===== src/logic/icache_pkg.sv =====
/*
 * Shared definitions for the instruction-cache tag lookup
 *  - cache geometry and address field positions
 *  - result buffer depth and response credit count
 *  - vector types for addresses, tags, set indices, ways and credits
 *  - field extraction helpers and the lookup FSM encoding
 */
package icache_pkg;

	// ==================================================
	// Geometry
	// ==================================================
	localparam int LINES = 256;
	localparam int WAYS = 4;
	// Lowest set index bit, below it sits the 64-byte line offset
	localparam int LOBIT = 6;
	// Lowest tag bit, the set index fills LOBIT up to here
	localparam int TAGBIT = 14;

	// ==================================================
	// Flow control
	// ==================================================
	// Result buffer entries, which is also the lookup's starting credit
	localparam int RESULT_DEPTH = 4;
	localparam int RSP_CREDITS = 2;

	typedef logic [31:0] fetch_addr_t;
	typedef logic [$bits(fetch_addr_t)-TAGBIT-1:0] tag_t;
	typedef logic [$clog2(LINES)-1:0] line_index_t;
	typedef logic [$clog2(WAYS)-1:0] way_t;
	// Must hold the full count RESULT_DEPTH, hence the extra bit
	typedef logic [$clog2(RESULT_DEPTH+1)-1:0] credit_cnt_t;

	typedef enum logic [1:0] {IDLE, READ, PUSH} lookup_state_t;

	// Tag field of a fetch address
	function automatic tag_t addr_tag(input fetch_addr_t addr);
		return addr[$bits(fetch_addr_t)-1:TAGBIT];
	endfunction

	// Set index field of a fetch address
	function automatic line_index_t addr_index(input fetch_addr_t addr);
		return addr[TAGBIT-1:LOBIT];
	endfunction

endpackage


===== src/logic/icache_refill_alloc.sv =====
/*
 * Refill allocator
 *  - drains the result buffer one entry at a time
 *  - issues responses under credits from the sink
 *  - on a miss picks a victim by global round robin and fills the tag
 */
`timescale 1ns/10ps

module icache_refill_alloc import icache_pkg::*; (
	input  logic clk,
	input  logic rst,
	input  logic head_valid,
	input  fetch_addr_t head_addr,
	input  logic head_hit,
	input  way_t head_way,
	output logic pop,
	output logic rsp_valid,
	output fetch_addr_t rsp_addr,
	output logic rsp_hit,
	output way_t rsp_way,
	input  logic rsp_credit,
	output logic wr,
	output fetch_addr_t wr_addr,
	output way_t wr_way
);

	credit_cnt_t rsp_cnt;
	way_t victim;
	// Head is claimed this cycle and answered on the next
	logic arm;
	logic issue;

	// The credit is reserved when arming, so issue always has one in hand
	assign arm = head_valid && !issue && (rsp_cnt != '0);

	// ==================================================
	// Response and fill outputs
	// ==================================================
	// Pop, response and fill all happen in the issue cycle
	assign pop = issue;
	assign rsp_valid = issue;
	assign rsp_addr = head_addr;
	assign rsp_hit = head_hit;
	assign rsp_way = head_hit ? head_way : victim;

	// Writing the tag at once stands in for the line refill
	assign wr = issue && !head_hit;
	assign wr_addr = head_addr;
	assign wr_way = victim;

	always_ff @(posedge clk) begin
		if (rst) begin
			issue <= 1'b0;
			rsp_cnt <= credit_cnt_t'(RSP_CREDITS);
			victim <= '0;
		end else begin
			issue <= arm;
			rsp_cnt <= rsp_cnt + credit_cnt_t'(rsp_credit) - credit_cnt_t'(arm);
			// One counter for all sets, stepped only by misses
			if (wr) begin
				victim <= victim + 1'b1;
			end
		end
	end

endmodule


===== config.mk =====
export PLATFORM = sky130hd
export DESIGN_NAME = icache_refill_alloc
export DESIGN_NICKNAME = d
export VERILOG_FILES = /design/src/logic/icache_pkg.sv /design/src/logic/icache_refill_alloc.sv
export SDC_FILE = /design/constraint.sdc
export NUM_CORES = 1
export LEC_CHECK = 0
export CAP_MARGIN = 30
export CORE_UTILIZATION = 30
export CTS_BUF_LIST = sky130_fd_sc_hd__clkbuf_4
export CTS_CLUSTER_SIZE = 40
export DETAILED_ROUTE_END_ITERATION = 16
export DONT_BUFFER_PORTS = 1
export PLACE_DENSITY = 0.43
export SYNTH_ARGS = -nofsm -noshare
export SYNTH_HDL_FRONTEND = slang
export SYNTH_SLANG_ARGS = --single-unit

===== constraint.sdc =====
create_clock -name clk -period 2.5 [get_ports clk]
set_input_delay 0.25 -clock clk [delete_from_list [all_inputs] [get_ports clk]]
set_output_delay 0.25 -clock clk [all_outputs]
set_load 0.05 [all_outputs]

==> flow_summary.ini, run 1 <==
[timing]
report.final.slew_viol_count = 0
fin_tns_setup_ns = 0
final-setup-viol-count = 0
worst_pin_slew_ns = 0.570
fin_skew_ns = 0.00684
fin_crit_ns = 1.96
fmax_mhz = 511
rsz0062_at_grt = false
hold_viol_final = 0
timing.slew.headroom = 0.620
fin_crit_sh = 0.783

[clocking]
cts_tree = done
path_clk_slew_ns = 0.05
hold_buffers = 0
clkLatencyLatePin_ns = 0.24
post_cts_resized = 0
cts_sinks = 6
cts_buffers = 3
post_cts_buffers = 0
h-tree-depth = 1
cts-root-buf = clkbuf_4
cts_max_path_buffers = 2

[layout]
antenna_cells = 0
final_area_um2 = 378
final_cells = 63
final_cell_mix = dfxtp_1 (6), inv_1 (3), nor2_1 (3), clkbuf_4 (3)
n_fill_cell = 280
syn_to_final_growth_pct = -52.7
nets = 77
layout.cells.most_common = dfxtp_1
drive_gt1_frac = 0.273

[worst_setup_path]
cpLargestDelayFamily = adder cells
start_kind = flop
crit_fanout = 3
worstPathCellList = nor3_1, nor3b_2, ha_1, inv_1, ha_1, inv_1, fa_1, xor2_1, xnor2_1, nor2_1
slowest_delay_ns = 0.37
crit_arrival_ns = 2.10
cp_num_buf_inv = 2
criticalPathCategory = flop to flop
slowest_stage = fa_1
required_ns = 2.64
cp-end-kind = flop

[pwr]
cellPowerDensity_nw_per_um2 = 1040
p_leak_nw = 0.149
finalPower_w = 0.000392
pwr-share-clk = 0.228
p_switching_w = 0.000146
power.share.switching = 0.372
p_comb_frac = 0.396
internal-power_w = 0.000246
vdd_drop_max_v = 0.000327
pwr-share-seq = 0.376

[floorplan]
io_pins = 111
rows = 18
dieArea_um2 = 2870
die_h_um = 53.6
initial_utilization = 0.319
die_w_um = 53.6
core_area_um2 = 2500

[place]
post-dp-hpwl_um = 634
port_buffers = 0
gp_congestion = 0.636
placed_area_um2 = 355
place_inst = 60

[routing]
postRouteAntennaNets = 0
wl_per_cell_um = 13.0
drt-initial-drc-count = 0
routed_via_density = 4.06
vias = 256
routed_wl_um = 819
drc_errors = 0
first_pass_iters = 1

[grt]
grt_pass1_vias = 283
antenna_found_initial = 0
grt_util_all_layers = 0.0629
grt-ovfl-total = 0
grt_pass1_wl_mm = 1.24
grt_max_degree = 7

[yosys]
ys_seq_area_frac = 0.150
synth_nets = 136
yosysUniqueCellTypes = 15
ys_warn_count = 0
ys_ff_latch = 6
synthCells = 94
syn_area_um2 = 798
avgSynthCellArea_um2 = 8.49

[job]
maxCapViolCount = 0

[run_status]
status = finished clean

[hold_path]
hp-class = input pin to flop
## routing by layer
metal / part of all wire / wire (um) / track usage / vias up
li1: - / - / - / 98
met1: 0.30 / 247 / 0.0507 / 103
met2: 0.36 / 298 / 0.0646 / 37
met3: 0.25 / 207 / 0.0791 / 18
met4: 0.079 / 65 / 0.0789 / 0
met5: 0 / 0 / 0 / -
## cell usage after synthesis
master	n	area [um^2]
ha_1	2	25.0
buf_4	66	495
nor2b_1	2	12.5
nor3_1	1	5.00
xnor2_1	2	17.5
xor2_1	2	17.5
inv_1	3	11.3
nand3b_1	1	7.51
nor2b_4	1	13.8
mux2_2	2	22.5
dfxtp_1	6	120
nand2b_1	1	6.26
fa_1	1	20.0
nor3b_2	1	12.5
nor2_1	3	11.3
## power by group through the flow
| stage | registers [W] | logic, W | clock network (W) |
|---|---|---|---|
| 2_1_floorplan | 0.000157 | 0.000409 | 0 |
| 6_report | 0.000147 | 0.000155 | 0.0000894 |
| 4_1_cts | 0.000147 | 0.000161 | 0.0000949 |
| 3_5_place_dp | 0.000149 | 0.000156 | 0 |
| 3_3_place_gp | 0.000150 | 0.000157 | 0 |
| 5_1_grt | 0.000151 | 0.000180 | 0.000104 |
## area by class of cell
cell class	instances	area, um^2	share of cell area
repair buffers	2	15.0	0.0397
well taps	30	37.5	0.0993
flip-flops and latches	6	120	0.318
multi-input cells	19	171	0.454
clock buffers	3	22.5	0.0596
inverters	3	11.3	0.0298
## worst register-to-register path, stage by stage (launching register included)
cell and delay [ns]:
dfxtp_1 0.33, nor3_1 0.22, nor3b_2 0.08, ha_1 0.27, inv_1 0.06, ha_1 0.13
inv_1 0.05, fa_1 0.37, xor2_1 0.17, xnor2_1 0.13, nor2_1 0.05
## state kept, by name (all words and copies together), names as in the netlist
signal	count
rsp_cnt	3
pop	1
wr_way	2
## kinds of logic (layout without fill, tap and decap cells)
kind of cell             after synthesis  after routing  synth area share
adder cells (fa/ha/maj)                3              3            0.0564
AND/OR/NAND/NOR                       10             10            0.0862
buffers and inverters                 69              8             0.635
XOR/XNOR                               4              4            0.0439
flip-flops                             6              6             0.150
multiplexers                           2              2            0.0282
## stage by stage
stage | setup WS, ns | utilization | hold WS (ns)
after floorplan | 0.419 | - | 0.322
after global placement | 0.543 | 0.142 | 0.324
after detailed placement | 0.514 | 0.142 | 0.326
after CTS | 0.507 | 0.151 | 0.0612
after global routing | 0.383 | 0.151 | 0.0562
final | 0.543 | 0.151 | 0.0696
## path summary, 6_finish.rpt
kind / start / end / slack, ns / depth (start not counted)
worst max register to register: rsp_cnt[1]$_SDFF_PP1_ / rsp_cnt[2]$_SDFF_PP0_ / 0.54 / 10
worst max-delay path: rsp_cnt[1]$_SDFF_PP1_ / rsp_cnt[2]$_SDFF_PP0_ / 0.54 / 10
worst min register to register: rsp_cnt[2]$_SDFF_PP0_ / rsp_cnt[2]$_SDFF_PP0_ / 0.54 / 2
worst min-delay path: rst / wr_way[1]$_SDFFE_PP0P_ / 0.07 / 1
Power figures use the tool's default switching activity.
==> run 2, diff against run 1 <==
clock period = 1.9 ns   (was 2.5 ns; I/O delays follow)
==> flow_summary.ini, run 2 (same netlist as run 1, synthesis figures left out) <==
[run_status]
status = finished clean

[routing]
first_pass_iters = 3
routed_via_density = 3.68
postRouteAntennaNets = 0
wl_per_cell_um = 11.1
drc_errors = 0
routed_wl_um = 754
drt-initial-drc-count = 2
vias = 250

[worst_setup_path]
worstPathCellList = nor3_2, nor3b_2, ha_1, inv_1, ha_1, inv_1, fa_2, xor2_1, xnor2_1, nor2_1
cp_num_buf_inv = 2
crit_arrival_ns = 2.01
cpLargestDelayFamily = adder cells
cp-end-kind = flop
slowest_delay_ns = 0.33
start_kind = flop
slowest_stage = fa_2
criticalPathCategory = flop to flop
crit_fanout = 2
required_ns = 2.03

[floorplan]
die_w_um = 53.6
dieArea_um2 = 2870
core_area_um2 = 2500
initial_utilization = 0.319
die_h_um = 53.6
rows = 18
io_pins = 111

[pwr]
vdd_drop_max_v = 0.000554
cellPowerDensity_nw_per_um2 = 1310
p_leak_nw = 0.174

[timing]
rsz0062_at_grt = true
fin_ws_ns = 0.0243
timing.slew.headroom = 0.800
fin_skew_ns = 0.00301
report.final.slew_viol_count = 0
final-setup-viol-count = 0
fin_crit_ns = 1.88
hold_viol_final = 0
worst_hold_slack_ns = 0.0123
fin_crit_sh = 0.987
worst_pin_slew_ns = 0.300
fmax_mhz = 533

[layout]
antenna_cells = 0
drive_gt1_frac = 0.474
multiInputGateArea_um2 = 179
syn_to_final_growth_pct = -46.2
final_area_um2 = 429
layout.cells.most_common = buf_4
n_fill_cell = 270
top_register = rsp_cnt
nets = 82
final_util = 0.172
final_cells = 68
regArea_um2 = 124
largest_reg_flops = 3

[clocking]
cts_max_path_buffers = 2
cts_tree = done
clkLatencyLatePin_ns = 0.24
cts_buffers = 3
path_clk_slew_ns = 0.04
cts_sinks = 6
cts-root-buf = clkbuf_4
h-tree-depth = 1

[place]
place_inst = 64
placed_area_um2 = 387
gp_congestion = 0.691
port_buffers = 0
post-dp-hpwl_um = 580
place_ws_ns = -0.0678

[grt]
grt-ovfl-total = 0
grt_util_all_layers = 0.0581
grt_pass1_vias = 297
grt_max_degree = 7
grt_pass1_wl_mm = 1.19
antenna_found_initial = 0

[hold_path]
hp-class = input pin to flop

[job]
maxCapViolCount = 0
[run 2: cell count changes in the layout (fill, tap and decap cells not counted), sizes merged]
| cell | delta |
|---|---|
| buf | +4 |
| dlygate4sd3 | +1 |
[run 2: final cells by class]
class	count	area share
multi-input combinational	19	0.417
timing repair buffer	7	0.128
inverter	3	0.0262
tap	30	0.0875
clock buffer	3	0.0525
sequential	6	0.289
[run 2: what timing repair did]
item	in CTS	in global routing
hold buffers	1	0
resized for setup	3	1
hold endpoints to repair	1	0
pin swaps	3	3
setup buffers	0	0
setup endpoints to repair	1	1
[run 2: power by group]
| part | internal, W | total [W] | switching, W |
|---|---|---|---|
| Combinational | 0.000123 | 0.000262 | 0.000139 |
| Clock | 0.0000711 | 0.000112 | 0.0000408 |
| Sequential | 0.000165 | 0.000189 | 0.0000243 |
| Total | 0.000359 | 0.000564 | 0.000204 |
[run 2: per-layer routing]
metal	routed length, um	track usage	part of all wire	vias up
met5	0	0	0	-
met4	16	0.0482	0.021	0
met3	119	0.0537	0.16	8
met2	353	0.0792	0.47	18
met1	265	0.0522	0.35	113
li1	-	-	-	111
[run 2: worst paths after layout]
| path | from | end | slack [ns] | depth (start not counted) |
|---|---|---|---|---|
| min | rst | pop$_SDFF_PP0_ | 0.01 | 1 |
| max | rsp_cnt[0]$_SDFF_PP0_ | rsp_cnt[2]$_SDFF_PP0_ | 0.02 | 10 |
| max reg2reg | rsp_cnt[0]$_SDFF_PP0_ | rsp_cnt[2]$_SDFF_PP0_ | 0.02 | 10 |
| min reg2reg | wr_way[1]$_SDFFE_PP0P_ | wr_way[1]$_SDFFE_PP0P_ | 0.51 | 2 |
[run 2: metrics by stage]
step	setup TNS (ns)	total power (W)
final	0	0.000564
after global routing	-0.0805	0.000616
after CTS	-0.0218	0.000571
after detailed placement	-0.0678	0.000436
after global placement	-0.0487	0.000436
after floorplan	0	0.000745
