### config.mk
export PLATFORM = sky130hd
export DESIGN_NAME = icache_result_fifo
export DESIGN_NICKNAME = d
export VERILOG_FILES = /design/src/logic/icache_pkg.sv /design/src/logic/icache_result_fifo.sv
export SDC_FILE = /design/constraint.sdc
export NUM_CORES = 1
export LEC_CHECK = 0
export BUFFER_PORTS_ARGS = -buffer_cell sky130_fd_sc_hd__buf_2
export CAP_MARGIN = 5
export CORE_MARGIN = 8
export CORE_UTILIZATION = 45
export DETAILED_ROUTE_END_ITERATION = 8
export HOLD_SLACK_MARGIN = 0.1
export RECOVER_POWER = 100
export SYNTH_ARGS = -nofsm -noshare
export SYNTH_HDL_FRONTEND = slang
export SYNTH_SLANG_ARGS = --single-unit
### constraint.sdc
create_clock -name clk -period 3.5 [get_ports clk]
set_clock_uncertainty 0.2 [all_clocks]
set_input_delay 0.35 -clock clk [delete_from_list [all_inputs] [get_ports clk]]
set_output_delay 0.35 -clock clk [all_outputs]
set_load 0.005 [all_outputs]
### src/logic/icache_pkg.sv
/*
 * Shared definitions for the instruction-cache tag lookup
 *  - cache geometry and address field positions
 *  - result buffer depth and response credit count
 *  - vector types for addresses, tags, set indices, ways and credits
 *  - field extraction helpers and the lookup FSM encoding
 */
package icache_pkg;

	// ==================================================
	// Geometry
	// ==================================================
	localparam int LINES = 256;
	localparam int WAYS = 4;
	// Lowest set index bit, below it sits the 64-byte line offset
	localparam int LOBIT = 6;
	// Lowest tag bit, the set index fills LOBIT up to here
	localparam int TAGBIT = 14;

	// ==================================================
	// Flow control
	// ==================================================
	// Result buffer entries, which is also the lookup's starting credit
	localparam int RESULT_DEPTH = 4;
	localparam int RSP_CREDITS = 2;

	typedef logic [31:0] fetch_addr_t;
	typedef logic [$bits(fetch_addr_t)-TAGBIT-1:0] tag_t;
	typedef logic [$clog2(LINES)-1:0] line_index_t;
	typedef logic [$clog2(WAYS)-1:0] way_t;
	// Must hold the full count RESULT_DEPTH, hence the extra bit
	typedef logic [$clog2(RESULT_DEPTH+1)-1:0] credit_cnt_t;

	typedef enum logic [1:0] {IDLE, READ, PUSH} lookup_state_t;

	// Tag field of a fetch address
	function automatic tag_t addr_tag(input fetch_addr_t addr);
		return addr[$bits(fetch_addr_t)-1:TAGBIT];
	endfunction

	// Set index field of a fetch address
	function automatic line_index_t addr_index(input fetch_addr_t addr);
		return addr[TAGBIT-1:LOBIT];
	endfunction

endpackage

### src/logic/icache_result_fifo.sv
/*
 * Lookup result buffer
 *  - circular queue of address, hit flag and way
 *  - head presented to the refill allocator
 *  - one credit pulse back to the lookup for every pop
 */
`timescale 1ns/10ps

module icache_result_fifo import icache_pkg::*; (
	input  logic clk,
	input  logic rst,
	input  logic push,
	input  fetch_addr_t push_addr,
	input  logic push_hit,
	input  way_t push_way,
	input  logic pop,
	output logic head_valid,
	output fetch_addr_t head_addr,
	output logic head_hit,
	output way_t head_way,
	output logic credit_return
);

	// Entry storage
	fetch_addr_t mem_addr [RESULT_DEPTH];
	logic mem_hit [RESULT_DEPTH];
	way_t mem_way [RESULT_DEPTH];

	// Pointers wrap on their own since the depth is a power of two
	logic [$clog2(RESULT_DEPTH)-1:0] wr_ptr;
	logic [$clog2(RESULT_DEPTH)-1:0] rd_ptr;
	credit_cnt_t count;

	// ==================================================
	// Storage and pointers
	// ==================================================
	always_ff @(posedge clk) begin
		if (push) begin
			mem_addr[wr_ptr] <= push_addr;
			mem_hit[wr_ptr] <= push_hit;
			mem_way[wr_ptr] <= push_way;
		end
	end

	// No full check here, the lookup never pushes without a credit
	always_ff @(posedge clk) begin
		if (rst) begin
			wr_ptr <= '0;
			rd_ptr <= '0;
			count <= '0;
			credit_return <= 1'b0;
		end else begin
			if (push) wr_ptr <= wr_ptr + 1'b1;
			if (pop) rd_ptr <= rd_ptr + 1'b1;
			count <= count + credit_cnt_t'(push) - credit_cnt_t'(pop);
			// The freed entry is handed back one cycle after the pop
			credit_return <= pop;
		end
	end

	// Head fields are only meaningful while head_valid is high
	assign head_valid = (count != '0);
	assign head_addr = mem_addr[rd_ptr];
	assign head_hit = mem_hit[rd_ptr];
	assign head_way = mem_way[rd_ptr];

endmodule

==> flow_metrics.tcl, run 1 <==
set metrics [dict create \
    portBuffers 75 \
    path_clk_slew_ns 0.05 \
    cts_buffer_depth 2 \
    worstPathMaxFanout 16 \
    hold_class "reg2reg" \
    cts_tree "done" \
    fin_nets 399 \
    postCtsResizedCells 0 \
    grt_first_pass_wirelength_um 15340 \
    overflow 0 \
    fin_util_pct 58.12 \
    vias 2605 \
    io_pins 76 \
    maxSlewHeadroom_pct -25.25 \
    report.power.total_uw 4366 \
    dr.first_iter.drc_count 132 \
    finalWirelength_um 9861 \
    postCtsHoldBufs 39 \
    ys.flop_type "edfxtp_1" \
    grt_pass1_vias 2872 \
    timing.final.crit_share_pct 81.95 \
    core-area_sq_um 12060 \
    avgSynthCellArea_sq_um 24.52 \
    initial_core_util_pct 46.15 \
    synth_top_area_share_pct 75.52 \
    layout_common_cells "edfxtp_1, clkbuf_1, dlygate4sd3_1" \
    dieArea_sq_um 16180 \
    syn_inst 227 \
    netlist_area_sq_um 5567 \
    p_leak_uw 0.002311 \
    endpoint_kind "output pin" \
    outcome "complete, but fails checks" \
    rsz0062_at_grt "false" \
    drive_above_1_share_pct 21.04 \
    criticalPathCategory "reg2out" \
    crit_arrival_ns 2.32 \
    antenna_found_initial 0 \
    yosys.area.top_type "edfxtp_1" \
    dpl.hpwl_um 5760 \
    drv_cap 4 \
    synth.distinct_cells 22 \
    synth_seq_cells 150 \
    period_minus_slack_ns 2.868 \
    final_common_cell "edfxtp_1" \
    drcViolationCount 0 \
    reg2reg_depth 3 \
    die_h_um 127.2 \
    drt.antenna.violating_nets 0 \
    post_cts_buffers 0 \
    startpoint_type "flop" \
    drt_first_pass_iters 4 \
    avgViaCountPerCell 4.878 \
    required_ns 2.95 \
    powerDensity_nw_per_um2 622.7 \
    synth_edf_count 140 \
    die_w_um 127.2 \
    clk-insertion-delay-late_ns 0.41 \
    n_antenna_cell 0 \
    setup_violations 0 \
    yosysSeqAreaShare_pct 79.12 \
    worstMarginPinSlew_ns 1.879 \
    cts_buffers 17 \
    grt_usage_pct 13.05 \
    finalSetupTns_ns 0 \
    grt_max_degree 36 \
    maxSlewViolCount 144 \
    irDropWorstVdd_mv 0.4076 \
    root_buffer "clkbuf_16" \
    rows 40 \
    wl_per_cell_um 18.47 \
    holdPathStages 2 \
    dpl.cell_count 463 \
    htreeDepth 4 \
    syn_nets 273 \
    place_congestion 0.6842 \
    violations "max-capacitance violations, max-slew violations" \
    synthTopCellsByArea "edfxtp_1, mux4_2, dfxtp_1" \
    cts.sinks 150 \
    stdcell_count 534 \
    fmax_mhz 348.7 \
    area_growth_pct 25.94 \
    async_reset_ff_share_pct 0 \
    yosys_warnings 0 \
    hold_viol_final 0 \
]
[layer usage]
metal  part of all wire, %  up-vias  wire, um  GRT usage (%)
li1                      -     1197         -              -
met1                    40     1331      3991          14.25
met2                    52       68      5150          21.78
met3                   5.6        9       553          4.825
met4                   1.7        0       166          7.138
met5                     0        -         0              0
[final timing paths]
check / from / to / slack, ns
worst max-delay path: flop / head_hit / 0.63
worst min-delay path: rd_ptr[0]$_SDFFE_PP0P_ / flop / 0.33
worst max register to register: wr_ptr[0]$_SDFFE_PP0P_ / mem_addr[0][11]$_DFFE_PP_ / 0.89
worst min register to register: rd_ptr[0]$_SDFFE_PP0P_ / flop / 0.33
[kinds of logic (layout without fill, tap and decap cells)]
group / Yosys count / count (layout) / share of synthesized area [%]
AO/OA/AOI/OAI: 2 / 2 / 0.2696
XOR/XNOR: 3 / 3 / 0.7417
flip-flops: 150 / 150 / 79.12
adder cells (fa/ha/maj): 7 / 7 / 1.708
buffers and inverters: 15 / 154 / 2.113
multiplexers: 36 / 36 / 14.68
AND/OR/NAND/NOR: 14 / 14 / 1.371
[report_power, final]
group	internal (uW)	leakage [uW]	switching, uW
registers	2060	0.00137	45.8
clock network	1240	0.000301	652
logic	196	0.000641	163
total	3500	0.00231	861
[through the flow]
stage / hold slack [ns] / setup slack [ns] / cell area (sq um)
2_1_floorplan: 0.2489 / 1.506 / 5567
4_1_cts: 0.3336 / 0.6977 / 7097
3_3_place_gp: 0.3075 / 1.136 / 6080
3_5_place_dp: 0.3234 / 1.147 / 6080
5_1_grt: 0.3513 / 0.4042 / 7010
6_report: 0.3332 / 0.6318 / 7010
[sequential cells by signal, summed over array words and instances, names as in the netlist, named ones only]
name / flops
mem_addr: 128
mem_way: 8
mem_hit: 4
count: 3
rd_ptr: 2
wr_ptr: 2
credit_return: 1
[final cells by class]
class                           count  area [sq um]
Sequential cell                   150          4407
Timing Repair Buffer              116         699.4
Tap cell                          168         210.2
Fill cell                         934          5051
Clock inverter                      9         148.9
Inverter                            6         22.52
Multi-Input combinational cell     62          1045
Clock buffer                       23         478.0
[cell usage after synthesis (all sizes together), types with 2 or more instances]
library cell,count
nor2b,3
clkbuf,2
dfxtp,10
mux4,35
buf,7
edfxtp,140
nor2,5
ha,6
and2,4
inv,6
xnor2,2
[critical path: stages (launching register included)]
cell and delay (ns):
dfxtp_2 0.67, clkbuf_2 0.47, mux4_1 0.62, clkbuf_1 0.13
Note: power is estimated with default switching activity, not from simulation.
==> run 2, diff against run 1 <==
ABC_AREA = 1   (was not set)
PLACE_DENSITY = 0.67   (was not set)
clock period = 2.6 ns   (was 3.5 ns; I/O delays follow)
==> run 2 against run 1 <==
  * The flow now finishes without violations
  * Wire length grew 16%
  * Sequential power grew 33%
  * Core utilization shrank 1.3 points
  * Global-route usage grew 0.73 points
  * Power grew 34%
  * Worst setup slack lost 0.37 ns
  * Combinational power grew 40%
==> flow_metrics.tcl, run 2 <==
set metrics [dict create \
    grt_max_degree 57 \
    yosys_warnings 0 \
    worstMarginPinSlew_ns 0.9343 \
    dpl.hpwl_um 7071 \
    syn_nets 513 \
    worstPathMaxFanout 20 \
    irDropWorstVdd_mv 0.4273 \
    die_h_um 131.5 \
    pre_cts_ws_ns 0.7483 \
    drt.antenna.violating_nets 0 \
    finalSetupTns_ns 0 \
    area_growth_pct 24.25 \
    pwr-share-clk_pct 43.6 \
    dpl-instance-area_sq_um 6560 \
    synth_most_common_cell "edfxtp_1" \
    cts_tree "done" \
    hold_viol_final 0 \
    htreeDepth 4 \
    root_buffer "clkbuf_16" \
    path_clk_slew_ns 0.06 \
    postCtsHoldBufs 38 \
    place_congestion 0.7219 \
    avgViaCountPerCell 4.787 \
    outcome "completed" \
    cts.sinks 150 \
    final_common_cell "edfxtp_1" \
    postCtsResizedCells 0 \
    post_cts_buffers 0 \
    p_int_uw 4570 \
    grt_usage_pct 13.78 \
    setup_violations 0 \
    criticalPathCategory "in2reg" \
    synth_edf_count 140 \
    maxSlewHeadroom_pct 37.64 \
    avgSynthCellArea_sq_um 12.86 \
    async_reset_ff_share_pct 0 \
    switching_share_pct 22.07 \
    antenna_found_initial 0 \
    maxSlewViolCount 0 \
    startpoint_type "input pin" \
    rows 42 \
    powerDensity_nw_per_um2 785.9 \
    grt_pass1_vias 3827 \
    rsz0062_at_grt "false" \
    dr.first_iter.drc_count 242 \
    core-area_sq_um 13140 \
    endpoint_kind "flop" \
    synthTopCellsByArea "edfxtp_1, inv_1, nand2_1" \
    n_antenna_cell 0 \
    drcViolationCount 0 \
    grt_first_pass_wirelength_um 18830 \
    layout_common_cells "edfxtp_1, inv_1, nand2_1" \
    regMostFlops "mem_addr" \
    timing.final.crit_share_pct 89.76 \
    p_comb_share_pct 8.6 \
    drv_cap 0 \
    hold_class "reg2reg" \
    finalWirelength_um 11410 \
    fin_nets 633 \
    clk-insertion-delay-late_ns 0.41 \
    cts_buffer_depth 2 \
    drive_above_1_share_pct 10.67 \
    required_ns 2.49 \
    final.setup.worst_slack_ns 0.2663 \
    p_leak_uw 0.002865 \
    drt_first_pass_iters 4 \
    fmax_mhz 428.5 \
    seq_power_share_pct 47.9 \
    finalInstanceArea_sq_um 7462 \
    dieArea_sq_um 17300 \
    synth_seq_cells 150 \
    ys.flop_type "edfxtp_1" \
    portBuffers 75 \
    initial_core_util_pct 45.71 \
    overflow 0 \
    p_switching_uw 1294 \
    largest_reg_flops 128 \
    period_minus_slack_ns 2.334 \
    cts_buffers 17 \
    vias 3715 \
    yosys.area.top_type "edfxtp_1" \
    netlist_area_sq_um 6006 \
    top_regs "mem_addr (128), mem_way (8), mem_hit (4)" \
    synthTopCellsByCount "edfxtp_1, inv_1, nand2_1" \
    yosysSeqAreaShare_pct 73.33 \
    wl_per_cell_um 14.71 \
    crit_arrival_ns 2.23 \
    die_w_um 131.5 \
    io_pins 76 \
    synth.distinct_cells 16 \
    synth_top_area_share_pct 70.00 \
    syn_inst 467 \
]
[run 2: cell types whose count changed in the layout (fill, tap and decap cells not counted), sizes merged, moves of 35 or more]
cell    previous run  this run
mux4              35         0
nand2              0        78
o21ai              0        39
a21oi              1        41
o211ai             0        35
inv                6        89
[run 2: cells by family (layout without fill, tap and decap cells)]
| kind of cell | count (synthesis) | count (layout) | synth area share [%] |
|---|---|---|---|
| DFF | 150 | 150 | 73.33 |
| AOI/OAI and AO/OA | 115 | 115 | 11.46 |
| buffers and inverters | 111 | 244 | 8.333 |
| and+or+nand+nor | 84 | 84 | 5.292 |
| adders and majority gates | 7 | 7 | 1.583 |
[run 2: critical path, stage by stage]
cell and delay, ns:
dlygate4sd3_1 0.53, clkbuf_1 0.26, nand2_1 0.09, inv_1 0.66
clkbuf_2 0.42
[run 2: layout make-up]
cell class                 instances  area (sq um)
clock buffer                      18         429.2
timing repair buffer             125         782.0
sequential                       150          4409
fill                            1114          5675
multi-input combinational        206          1096
clock inverter                    14         198.9
inverter                          87         326.6
tap                              176         220.2
[run 2: layer usage]
metal | up-vias | track usage [%] | routed length (um)
li1 | 1845 | - | -
met1 | 1757 | 15.85 | 4987
met2 | 97 | 23.14 | 5643
met3 | 16 | 4.649 | 569
met4 | 0 | 5.743 | 212
met5 | - | 0 | 0
[run 2: final timing paths]
check | start | endpoint | slack [ns] | cells past startpoint
max | push | mem_addr[3][24]$_DFFE_PP_ | 0.27 | 5
min | rd_ptr[1]$_SDFFE_PP0P_ | flop | 0.25 | 2
max reg2reg | wr_ptr[0]$_SDFFE_PP0P_ | mem_addr[0][25]$_DFFE_PP_ | 0.36 | 5
min reg2reg | rd_ptr[1]$_SDFFE_PP0P_ | flop | 0.25 | 2
[run 2: metrics by stage]
stage	hold WS, ns	std cells	util, %	power (uW)
after detailed placement	0.2448	706	49.93	3353
final	0.2516	776	56.80	5865
after CTS	0.2563	776	57.61	5957
after global placement	0.2431	706	49.93	3331
after floorplan	0.1312	467	-	3135
after global routing	0.2973	776	56.80	6101
[run 2: power by group through the flow]
stage / Clock, uW / Sequential (uW) / Combinational, uW
6_report: 2550 / 2810 / 502
5_1_grt: 2710 / 2820 / 576
4_1_cts: 2610 / 2810 / 541
3_5_place_dp: 0 / 2860 / 494
3_3_place_gp: 0 / 2850 / 477
2_1_floorplan: 0 / 2830 / 303
