<file path="src/logic/icache_pkg.sv">
/*
 * Shared definitions for the instruction-cache tag lookup
 *  - cache geometry and address field positions
 *  - result buffer depth and response credit count
 *  - vector types for addresses, tags, set indices, ways and credits
 *  - field extraction helpers and the lookup FSM encoding
 */
package icache_pkg;

	// ==================================================
	// Geometry
	// ==================================================
	localparam int LINES = 256;
	localparam int WAYS = 4;
	// Lowest set index bit, below it sits the 64-byte line offset
	localparam int LOBIT = 6;
	// Lowest tag bit, the set index fills LOBIT up to here
	localparam int TAGBIT = 14;

	// ==================================================
	// Flow control
	// ==================================================
	// Result buffer entries, which is also the lookup's starting credit
	localparam int RESULT_DEPTH = 4;
	localparam int RSP_CREDITS = 2;

	typedef logic [31:0] fetch_addr_t;
	typedef logic [$bits(fetch_addr_t)-TAGBIT-1:0] tag_t;
	typedef logic [$clog2(LINES)-1:0] line_index_t;
	typedef logic [$clog2(WAYS)-1:0] way_t;
	// Must hold the full count RESULT_DEPTH, hence the extra bit
	typedef logic [$clog2(RESULT_DEPTH+1)-1:0] credit_cnt_t;

	typedef enum logic [1:0] {IDLE, READ, PUSH} lookup_state_t;

	// Tag field of a fetch address
	function automatic tag_t addr_tag(input fetch_addr_t addr);
		return addr[$bits(fetch_addr_t)-1:TAGBIT];
	endfunction

	// Set index field of a fetch address
	function automatic line_index_t addr_index(input fetch_addr_t addr);
		return addr[TAGBIT-1:LOBIT];
	endfunction

endpackage

</file>
<file path="src/logic/icache_lookup.sv">
/*
 * Tag lookup stage
 *  - accepts fetch requests on a valid/ready handshake
 *  - reads the indexed set and compares all ways
 *  - pushes hit or miss results under a credit counter
 */
`timescale 1ns/10ps

module icache_lookup import icache_pkg::*; (
	input  logic clk,
	input  logic rst,
	input  logic req_valid,
	input  fetch_addr_t req_addr,
	output logic req_ready,
	output line_index_t rd_index,
	input  tag_t rd_tags [WAYS],
	input  logic [WAYS-1:0] rd_valid,
	output logic push,
	output fetch_addr_t push_addr,
	output logic push_hit,
	output way_t push_way,
	input  logic credit_return
);

	lookup_state_t state;
	fetch_addr_t addr_q;
	logic hit_q;
	way_t way_q;
	logic cmp_hit;
	way_t cmp_way;
	credit_cnt_t credits;
	logic accept;

	assign req_ready = (state == IDLE);
	assign accept = req_valid && req_ready;

	// The tag RAM registers this, so only the accept cycle value matters
	assign rd_index = (state == IDLE) ? addr_index(req_addr) : addr_index(addr_q);

	// ==================================================
	// Way compare
	// ==================================================
	// Scanning down lets the lowest matching way win
	always_comb begin
		cmp_hit = 1'b0;
		cmp_way = '0;
		for (int w = WAYS - 1; w >= 0; w--) begin
			if (rd_valid[w] && (rd_tags[w] == addr_tag(addr_q))) begin
				cmp_hit = 1'b1;
				cmp_way = way_t'(w);
			end
		end
	end

	// A result may go out straight from READ, or later from PUSH when stalled
	assign push = ((state == READ) || (state == PUSH)) && (credits != '0);
	assign push_addr = addr_q;
	assign push_hit = (state == PUSH) ? hit_q : cmp_hit;
	assign push_way = (state == PUSH) ? way_q : cmp_way;

	always_ff @(posedge clk) begin
		if (rst) begin
			state <= IDLE;
		end else begin
			case (state)
				IDLE: if (accept) state <= READ;
				READ: state <= push ? IDLE : PUSH;
				PUSH: if (push) state <= IDLE;
				default: state <= IDLE;
			endcase
		end
	end

	// Result is frozen on leaving READ so later fills cannot change it
	always_ff @(posedge clk) begin
		if (accept) addr_q <= req_addr;
		if (state == READ) begin
			hit_q <= cmp_hit;
			way_q <= cmp_way;
		end
	end

	// One credit per free buffer entry
	always_ff @(posedge clk) begin
		if (rst) begin
			credits <= credit_cnt_t'(RESULT_DEPTH);
		end else begin
			credits <= credits + credit_cnt_t'(credit_return) - credit_cnt_t'(push);
		end
	end

endmodule

</file>
<file path="config.mk">
export PLATFORM = sky130hd
export DESIGN_NAME = icache_lookup
export DESIGN_NICKNAME = d
export VERILOG_FILES = /design/src/logic/icache_pkg.sv /design/src/logic/icache_lookup.sv
export SDC_FILE = /design/constraint.sdc
export NUM_CORES = 1
export LEC_CHECK = 0
export BUFFER_PORTS_ARGS = -buffer_cell sky130_fd_sc_hd__buf_2
export CORE_AREA = 3 3 81 83
export CTS_CLUSTER_DIAMETER = 120
export CTS_CLUSTER_SIZE = 20
export DETAILED_ROUTE_END_ITERATION = 8
export DIE_AREA = 0 0 84 86
export PLACE_DENSITY = 0.86
export SLEW_MARGIN = 30
export SYNTH_ARGS = -nofsm -noshare
export SYNTH_HDL_FRONTEND = slang
export SYNTH_SLANG_ARGS = --single-unit
</file>
<file path="constraint.sdc">
create_clock -name clk -period 2.95 [get_ports clk]
set_clock_uncertainty 0.05 [all_clocks]
set_input_delay 0.295 -clock clk [delete_from_list [all_inputs] [get_ports clk]]
set_output_delay 0.295 -clock clk [all_outputs]
set_load 0.005 [all_outputs]
</file>
==> results of run 1 <==
[layout by cell type, fill, tap and decap left out, types with 2 or more instances in the layout]
master,n
a21oi_1,3
and2_1,2
buf_2,156
buf_4,4
clkbuf_8,5
dfxtp_1,5
edfxtp_1,35
ha_1,5
inv_1,8
mux2_2,8
nand2_1,4
nand2b_1,2
nand4_1,18
nor2_1,6
nor2b_1,2
nor3_1,2
nor4_4,2
o31ai_1,3
or4_4,2
xnor2_1,59
xnor2_2,6
xor2_1,9
[layout make-up]
cell class	instances	area, um^2
inverters	8	30.03
fillers	524	2524
flip-flops and latches	40	1151
multi-input cells	140	1226
clock inverters	2	12.51
repair buffers	160	810.8
well taps	75	93.84
clock buffers	6	72.57
[final timing paths]
path                       from             to  slack, ns  cells after the start
setup reg to reg       state[0]     credits[2]       0.43                     11
setup / recovery  push_addr[30]    push_way[1]       0.21                      7
hold / removal     req_addr[24]  push_addr[24]       0.13                      1
hold reg to reg      credits[2]     credits[2]       0.49                      2
[state kept, by name, summed over array words and instances, names as in the netlist]
name / flops
push_addr: 32
hit_q: 1
way_q: 2
credits: 3
state: 2
[cell families after synthesis]
| family | after synthesis |
|---|---|
| buffers and inverters | 20 |
| muxes | 8 |
| xor gates and xnor gates | 74 |
| AOI/OAI and AO/OA | 9 |
| and+or+nand+nor | 43 |
| DFF | 40 |
| adders and majority gates | 6 |
[worst reg2reg max path, cell delays in order, from the launching register on]
cell      delay [ns]
dfxtp_1         0.37
inv_1           0.08
ha_1            0.29
o31ai_1         0.14
inv_1           0.13
ha_1            0.31
inv_1           0.04
ha_1            0.19
fa_1            0.40
xnor2_1         0.20
xnor2_1         0.14
nand2b_1        0.07
[layer usage]
metal	part of all wire, %	vias to the layer above	wire length [um]
li1	-	1002	-
met1	39	952	2719
met2	50	111	3519
met3	8.9	11	622
met4	2.0	0	138
met5	0	-	0
[stage by stage]
stage	power, mW	hold slack, ns
2_1_floorplan	1.073	0.3141
3_3_place_gp	1.250	0.4217
3_5_place_dp	1.270	0.4231
4_1_cts	1.635	0.1138
5_1_grt	1.713	0.1085
6_report	1.613	0.1257
[power breakdown]
part	switching (mW)	internal (mW)
logic	0.219	0.270
registers	0.0723	0.694
clock network	0.193	0.165
total	0.484	1.13
[timing repair]
item	in CTS	in global routing
resized for setup	0	1
buffers inserted	0	2
endpoints found under the setup margin	0	2
==> impl_metrics.yaml, run 1 <==
critical_path:
  slowest_delay_ns: 0.53
  path_max_fanout: 5
  setup.worst_path.end_class: "primary output"
  crit_buf_inv: 1
  cp_common_cell: "nand4_1"
  critPathLaunchType: "flop"
  critical_path_class: "reg -> out"
  crit_chain: "xnor2_1 -> nand4_1 -> nor4_2 -> nand4_1 -> and2_1 -> o31ai_1 -> buf_2"
  critPathTopFamily: "simple AND/OR/NAND/NOR gates"
  cpMaxStageDelayCell: "edfxtp_1"
  required_ns: 2.61
  arrival_ns: 2.40
yosys:
  synth_top_area_share_pct: 41.77
  seq_area_frac_synth_pct: 45.75
  synthAdderAreaFrac_pct: 3.282
  synth-async-reset-ratio_pct: 0
  yosysUniqueCellTypes: 29
  yosysMostFrequentCell: "xnor2_1"
  synth_common_cells: "xnor2_1 (59), edfxtp_1 (35), nand4_1 (18)"
  synth.avg_cell_area_um2: 12.58
  syn_nets: 318
  synth_compound_area_share_pct: 2.934
  ys_warn_count: 0
  yosys_register_bits: 40
  synth_area_leaders: "edfxtp_1 (42%), xnor2_1 (21%), nand4_1 (4.5%)"
  synth-xor-area-share_pct: 27.55
  syn-instance-count: 200
  synthFlopType: "edfxtp_1"
  yosys-mux-area-fraction_pct: 3.580
  syn-cell-area_mm2: 0.002516
  synth_top_family_by_area: "XOR/XNOR gates"
  synth_edf_count: 35
  yosys.area_share.simple_pct: 11.14
  synth_area_leader_cell: "edfxtp_1"
outcome:
  status: "complete, no violations"
grt:
  grt_start_max_net_pins: 18
  met3_usage_pct: 5.476
  antenna_found_initial: 0
  grt_use_met2_pct: 35.43
  use_met1_pct: 21.43
  grt_use_total_pct: 19.21
  grt_overflow: 0
  grt_pass1_wl_um: 10760
  grt_pass1_vias: 2269
  top_usage_layer: "met2"
timing:
  fin_crit_ns: 2.742
  slew_headroom_pct: 65.14
  setup_viol: 0
  fmax_ghz: 0.3646
  tightest_slew_ns: 0.5184
  fin_ws_ns: 0.2075
  rsz0062_at_grt: "no"
  finalMaxSlewViolations: 0
  tns_ns: 0
  hold_violations: 0
  fin_crit_sh_pct: 92.96
route:
  wl_per_cell_um: 16.24
  post_drt_via_cell_ratio: 4.817
  vias: 2076
  wirelength_um: 6999
  drc: 0
  antenna_left: 0
  first_iter_violations: 65
  dr.pass1.iters: 4
final_layout:
  drive_gt1_share_pct: 53.09
  fin_util_pct: 57.38
  syn_to_final_growth_pct: 35.01
  stdcell_count: 431
  num-nets-final: 473
  final_area_mm2: 0.003397
  n_antenna_cell: 0
clocking:
  path_clk_slew_ns: 0.08
  insertion_delay_ns: 0.29
  cts_tree: "built"
  cts_root_buffer: "clkbuf_8"
  clock_path_buffers: 2
  cts_hold_buffers: 0
  cts_max_level: 2
  clock-sinks: 40
  cts-buffers-inserted: 5
min_path:
  worstHoldPathType: "in -> reg"
placed_design:
  dpl_cell_area_mm2: 0.003291
  dp_cells: 421
  pre_cts_ws_ns: 0.4077
  io_buffers: 156
  finalWeightedCongestion: 1.005
  dp_hpwl_um: 5934
power:
  p_leak_nw: 1.445
  peakVddDrop_v: 0.0003413
  power.density_mw_per_mm2: 475.0
job:
  maxCapViolations: 0
floorplanning:
  ios: 157
  core_area_mm2: 0.005921
  initial_utilization_pct: 42.50
  die_area_mm2: 0.007224
  num_rows: 28
  die_y_um: 86
  die_w_um: 84
No activity file was read; power rests on OpenSTA's default activity.
==> run 2, diff against run 1 <==
--- a/config.mk
+++ b/config.mk
@@ -6,12 +6,14 @@
 export NUM_CORES = 1
 export LEC_CHECK = 0
 export BUFFER_PORTS_ARGS = -buffer_cell sky130_fd_sc_hd__buf_2
-export CORE_AREA = 3 3 81 83
+export CELL_PAD_IN_SITES_DETAIL_PLACEMENT = 1
+export CELL_PAD_IN_SITES_GLOBAL_PLACEMENT = 1
+export CORE_AREA = 3 3 93 95
 export CTS_CLUSTER_DIAMETER = 120
 export CTS_CLUSTER_SIZE = 20
 export DETAILED_ROUTE_END_ITERATION = 8
-export DIE_AREA = 0 0 84 86
-export PLACE_DENSITY = 0.86
+export DIE_AREA = 0 0 96 98
+export PLACE_DENSITY = 0.87
 export SLEW_MARGIN = 30
 export SYNTH_ARGS = -nofsm -noshare
 export SYNTH_HDL_FRONTEND = slang
==> run 2 against run 1 <==
Compared with the run above: critical path depth stayed put; first-iteration DRC count grew 6.2%; global-route usage decreased by 2.1 points; sequential share of layout area fell by 0.83 points; utilization decreased by 13 points; die area increased by 30%; clock power fell by 4%; critical path type unchanged; critical endpoint is now push_way[0]; largest power group unchanged.
==> impl_metrics.yaml, run 2 (same netlist as run 1, synthesis figures left out) <==
outcome:
  status: "complete, no violations"
final_layout:
  final_area_mm2: 0.003482
  num-fill-cells: 930
  layout_common_cells: "buf_2 (156), xnor2_1 (59), edfxtp_1 (35)"
  syn_to_final_growth_pct: 38.39
  fin_util_pct: 44.60
  final_common_cell: "buf_2"
  drive_gt1_share_pct: 53.85
  largest_reg_flops: 32
  stdcell_count: 466
  n_antenna_cell: 0
  num-nets-final: 481
placed_design:
  dpl_cell_area_mm2: 0.003317
  finalWeightedCongestion: 0.8033
  dp_cells: 447
  pre_cts_ws_ns: 0.3353
  dp_hpwl_um: 6952
  io_buffers: 156
floorplanning:
  core_area_mm2: 0.007807
  initial_utilization_pct: 32.23
  die_area_mm2: 0.009408
  die_y_um: 98
  die_w_um: 96
  num_rows: 32
  ios: 157
timing:
  slew_headroom_pct: 64.79
  fin_crit_sh_pct: 96.45
  fin_crit_ns: 2.845
  rsz0062_at_grt: "yes"
  finalMaxSlewViolations: 0
  tns_ns: 0
  setup_viol: 0
  holdWs_ns: 0.1317
  fin_ws_ns: 0.1046
  tightest_slew_ns: 0.5237
  fmax_ghz: 0.3514
  hold_violations: 0
min_path:
  hold_path_end: "push_addr[2]"
  hold_depth: 1
  worstHoldPathType: "in -> reg"
  holdCritStartpoint: "req_addr[2]"
route:
  wl_per_cell_um: 17.91
  antenna_left: 0
  wirelength_um: 8347
  post_drt_via_cell_ratio: 4.567
  vias: 2128
  drc: 0
  first_iter_violations: 69
  dr.pass1.iters: 6
critical_path:
  required_ns: 2.61
  reg2reg_depth: 11
  path_max_fanout: 5
  critical_path_class: "reg -> out"
  critPathLaunchType: "flop"
  reg2reg_to: "credits[2]"
  regToRegSetupSlack_ns: 0.46
  setup.worst_path.end_class: "primary output"
  critical_path.reg2reg.startpoint: "state[0]"
  arrival_ns: 2.50
grt:
  antenna_found_initial: 1
  grt_pass1_vias: 2326
  grt_start_max_net_pins: 33
  grt_pass1_wl_um: 12110
  grt_overflow: 0
  grt_use_total_pct: 17.09
clocking:
  clock-sinks: 40
  path_clk_slew_ns: 0.08
  clock_path_buffers: 2
  cts_max_level: 2
  cts_resized: 0
  cts-buffers-inserted: 5
  insertion_delay_ns: 0.28
  cts_tree: "built"
  cts_root_buffer: "clkbuf_8"
power:
  finalPower_mw: 1.625
  peakVddDrop_v: 0.0003242
  power.density_mw_per_mm2: 466.6
  p_leak_nw: 1.487
job:
  maxCapViolations: 0
[run 2: final cells by class]
cell class	instances	area, um^2	area share (%)
repair buffers	168	870.8	25.01
flip-flops and latches	40	1151	33.06
clock buffers	5	68.82	1.976
inverters	8	30.03	0.8624
multi-input cells	140	1220	35.03
well taps	102	127.6	3.665
clock inverters	3	13.76	0.3953
[run 2: layer usage]
layer	track usage [%]	vias to the layer above	part of all wire (%)
met3	4.160	14	7.7
met1	19.55	979	38
met4	4.705	2	1.7
met5	0	-	0.24
li1	-	1020	-
met2	30.96	113	52
[run 2: what timing repair did]
action	CTS	global route
hold buffers	0	0
endpoints found under the hold margin	0	0
buffers inserted	0	11
setup endpoints to repair	0	3
[run 2: report_power, final]
| group | internal (mW) | switching [mW] |
|---|---|---|
| sequential | 0.694 | 0.0707 |
| clock | 0.161 | 0.182 |
| combinational | 0.280 | 0.237 |
[run 2: worst max-delay path by stage]
stage	cells past startpoint	startpoint	slack [ns]	to
3_5_place_dp	7	push_addr[29]	0.34	push_way[0]
2_1_floorplan	11	state[0]	0.62	credits[2]
5_1_grt	7	push_addr[17]	-0.05	push_way[1]
3_3_place_gp	7	push_addr[17]	0.42	push_way[0]
4_1_cts	7	push_addr[29]	0.01	push_way[0]
6_report	7	push_addr[17]	0.10	push_way[0]
[run 2: worst max-delay path: stages (launching register included)]
cell	delay, ns
edfxtp_1	0.54
xnor2_1	0.22
nand4_1	0.15
or4_4	0.54
nor4_4	0.25
a41oi_2	0.08
o31ai_1	0.27
buf_2	0.17
==> run 3, diff against run 2 <==
--- a/config.mk
+++ b/config.mk
@@ -13,7 +13,7 @@
 export CTS_CLUSTER_SIZE = 20
 export DETAILED_ROUTE_END_ITERATION = 8
 export DIE_AREA = 0 0 96 98
-export PLACE_DENSITY = 0.87
+export PLACE_DENSITY = 0.9
 export SLEW_MARGIN = 30
 export SYNTH_ARGS = -nofsm -noshare
 export SYNTH_HDL_FRONTEND = slang
==> run 3 against run 2 <==
Compared with the run above: utilization fell by 0.51 points; power rose by 0.41%; clock-buffer cell count rose by 1; clock power rose by 4%; register-to-register slack got worse by 0.05 ns; setup slack improved by 0.078 ns; sequential power barely moved; global-route usage barely moved; sequential share of layout area rose by 0.38 points; flip-flop and latch count did not move; cell area fell by 1.1%; worst hold slack got worse by 0.0063 ns; critical endpoint unchanged; largest cell class unchanged.
==> impl_metrics.yaml, run 3 (same netlist as run 1, synthesis figures left out) <==
critical_path:
  reg2reg_depth: 11
  critical_path_class: "reg -> out"
  reg2reg_to: "credits[2]"
  critPathLaunchType: "flop"
  setup.worst_path.end_class: "primary output"
  regToRegSetupSlack_ns: 0.41
  arrival_ns: 2.42
  required_ns: 2.61
  path_max_fanout: 5
  critical_path.reg2reg.startpoint: "state[0]"
grt:
  antenna_found_initial: 1
  grt_start_max_net_pins: 26
  grt_pass1_wl_um: 12180
  grt_use_total_pct: 17.11
  grt_pass1_vias: 2398
  grt_overflow: 0
clocking:
  cts_root_buffer: "clkbuf_8"
  clock_path_buffers: 2
  cts_max_level: 2
  cts_tree: "built"
  path_clk_slew_ns: 0.08
  clock-sinks: 40
  insertion_delay_ns: 0.29
  cts-buffers-inserted: 5
final_layout:
  multi_input_area_mm2: 0.001234
  num-nets-final: 472
  syn_to_final_growth_pct: 36.80
  n_antenna_cell: 0
  stdcell_count: 457
  register_area_mm2: 0.001151
  num-fill-cells: 925
  layout_common_cells: "buf_2 (156), xnor2_1 (58), edfxtp_1 (35)"
  drive_gt1_share_pct: 52.96
  final_common_cell: "buf_2"
  largest_reg_flops: 32
  fin_util_pct: 44.09
placed_design:
  dp_cells: 447
  dp_hpwl_um: 6919
  finalWeightedCongestion: 0.8420
  io_buffers: 156
route:
  antenna_left: 0
  post_drt_via_cell_ratio: 4.488
  drc: 0
  vias: 2051
  wirelength_um: 8181
  wl_per_cell_um: 17.90
  first_iter_violations: 44
  dr.pass1.iters: 4
power:
  p_leak_nw: 1.447
  power.density_mw_per_mm2: 473.9
  finalPower_mw: 1.631
  peakVddDrop_v: 0.0003088
min_path:
  hold_depth: 1
  worstHoldPathType: "in -> reg"
  holdCritStartpoint: "req_addr[21]"
  hold_path_end: "push_addr[21]"
floorplanning:
  initial_utilization_pct: 32.23
  core_area_mm2: 0.007807
  die_w_um: 96
  num_rows: 32
  die_y_um: 98
  ios: 157
  die_area_mm2: 0.009408
timing:
  fmax_ghz: 0.3614
  fin_crit_ns: 2.767
  finalMaxSlewViolations: 0
  fin_crit_sh_pct: 93.80
  tns_ns: 0
  slew_headroom_pct: 66.87
  rsz0062_at_grt: "no"
  hold_violations: 0
  setup_viol: 0
  holdWs_ns: 0.1254
  tightest_slew_ns: 0.4970
outcome:
  status: "complete, no violations"
job:
  maxCapViolations: 0
-- run 3: cell types whose count changed in the layout (fill, tap and decap cells not counted), sizes merged --
cell,previous run,this run
buf,168,159
clkbuf,5,6
clkinv,3,1
clkinvlp,0,1
-- run 3: report_power, final --
part	switching [mW]	internal, mW
registers	0.0728	0.694
clock network	0.194	0.164
logic	0.231	0.276
-- run 3: metal layers --
| metal | GRT usage (%) | routed length, um |
|---|---|---|
| met1 | 19.11 | 3183 |
| met2 | 31.23 | 4237 |
| met3 | 4.545 | 669 |
| met4 | 4.705 | 76 |
| met5 | 0 | 13 |
-- run 3: cell type report --
class	instances	share of cell area, %
clock buffers	6	2.108
clock inverters	2	0.3272
inverters	8	0.8724
multi-input cells	140	35.84
flip-flops and latches	40	33.44
well taps	102	3.708
repair buffers	159	23.70
-- run 3: worst max-delay path by stage --
| stage | startpoint | end | cells past startpoint |
|---|---|---|---|
| floorplan | state[0] | credits[2] | 11 |
| global placement | push_addr[19] | push_way[1] | 7 |
| detailed placement | state[0] | credits[2] | 11 |
| CTS | push_addr[22] | push_way[0] | 7 |
| global route | push_addr[17] | push_way[0] | 7 |
| finish | push_addr[17] | push_way[0] | 7 |
-- run 3: critical path: stages (launching register included) --
cell      delay [ns]
edfxtp_1        0.54
xnor2_1         0.20
nand4_1         0.15
or4_4           0.55
nor4_4          0.21
a41oi_2         0.08
o31ai_1         0.24
buf_2           0.16
-- run 3: stage by stage --
step	cell area, um^2	setup slack, ns
finish	3442	0.1829
global route	3442	0.005784
CTS	3413	0.08319
detailed placement	3329	0.3690
global placement	3329	0.4668
floorplan	2516	0.6164
-- run 3: timing repair --
action / CTS / global route
hold buffers: 0 / 0
gates resized for setup: 0 / 2
buffers inserted: 0 / 2
endpoints found under the setup margin: 0 / 3
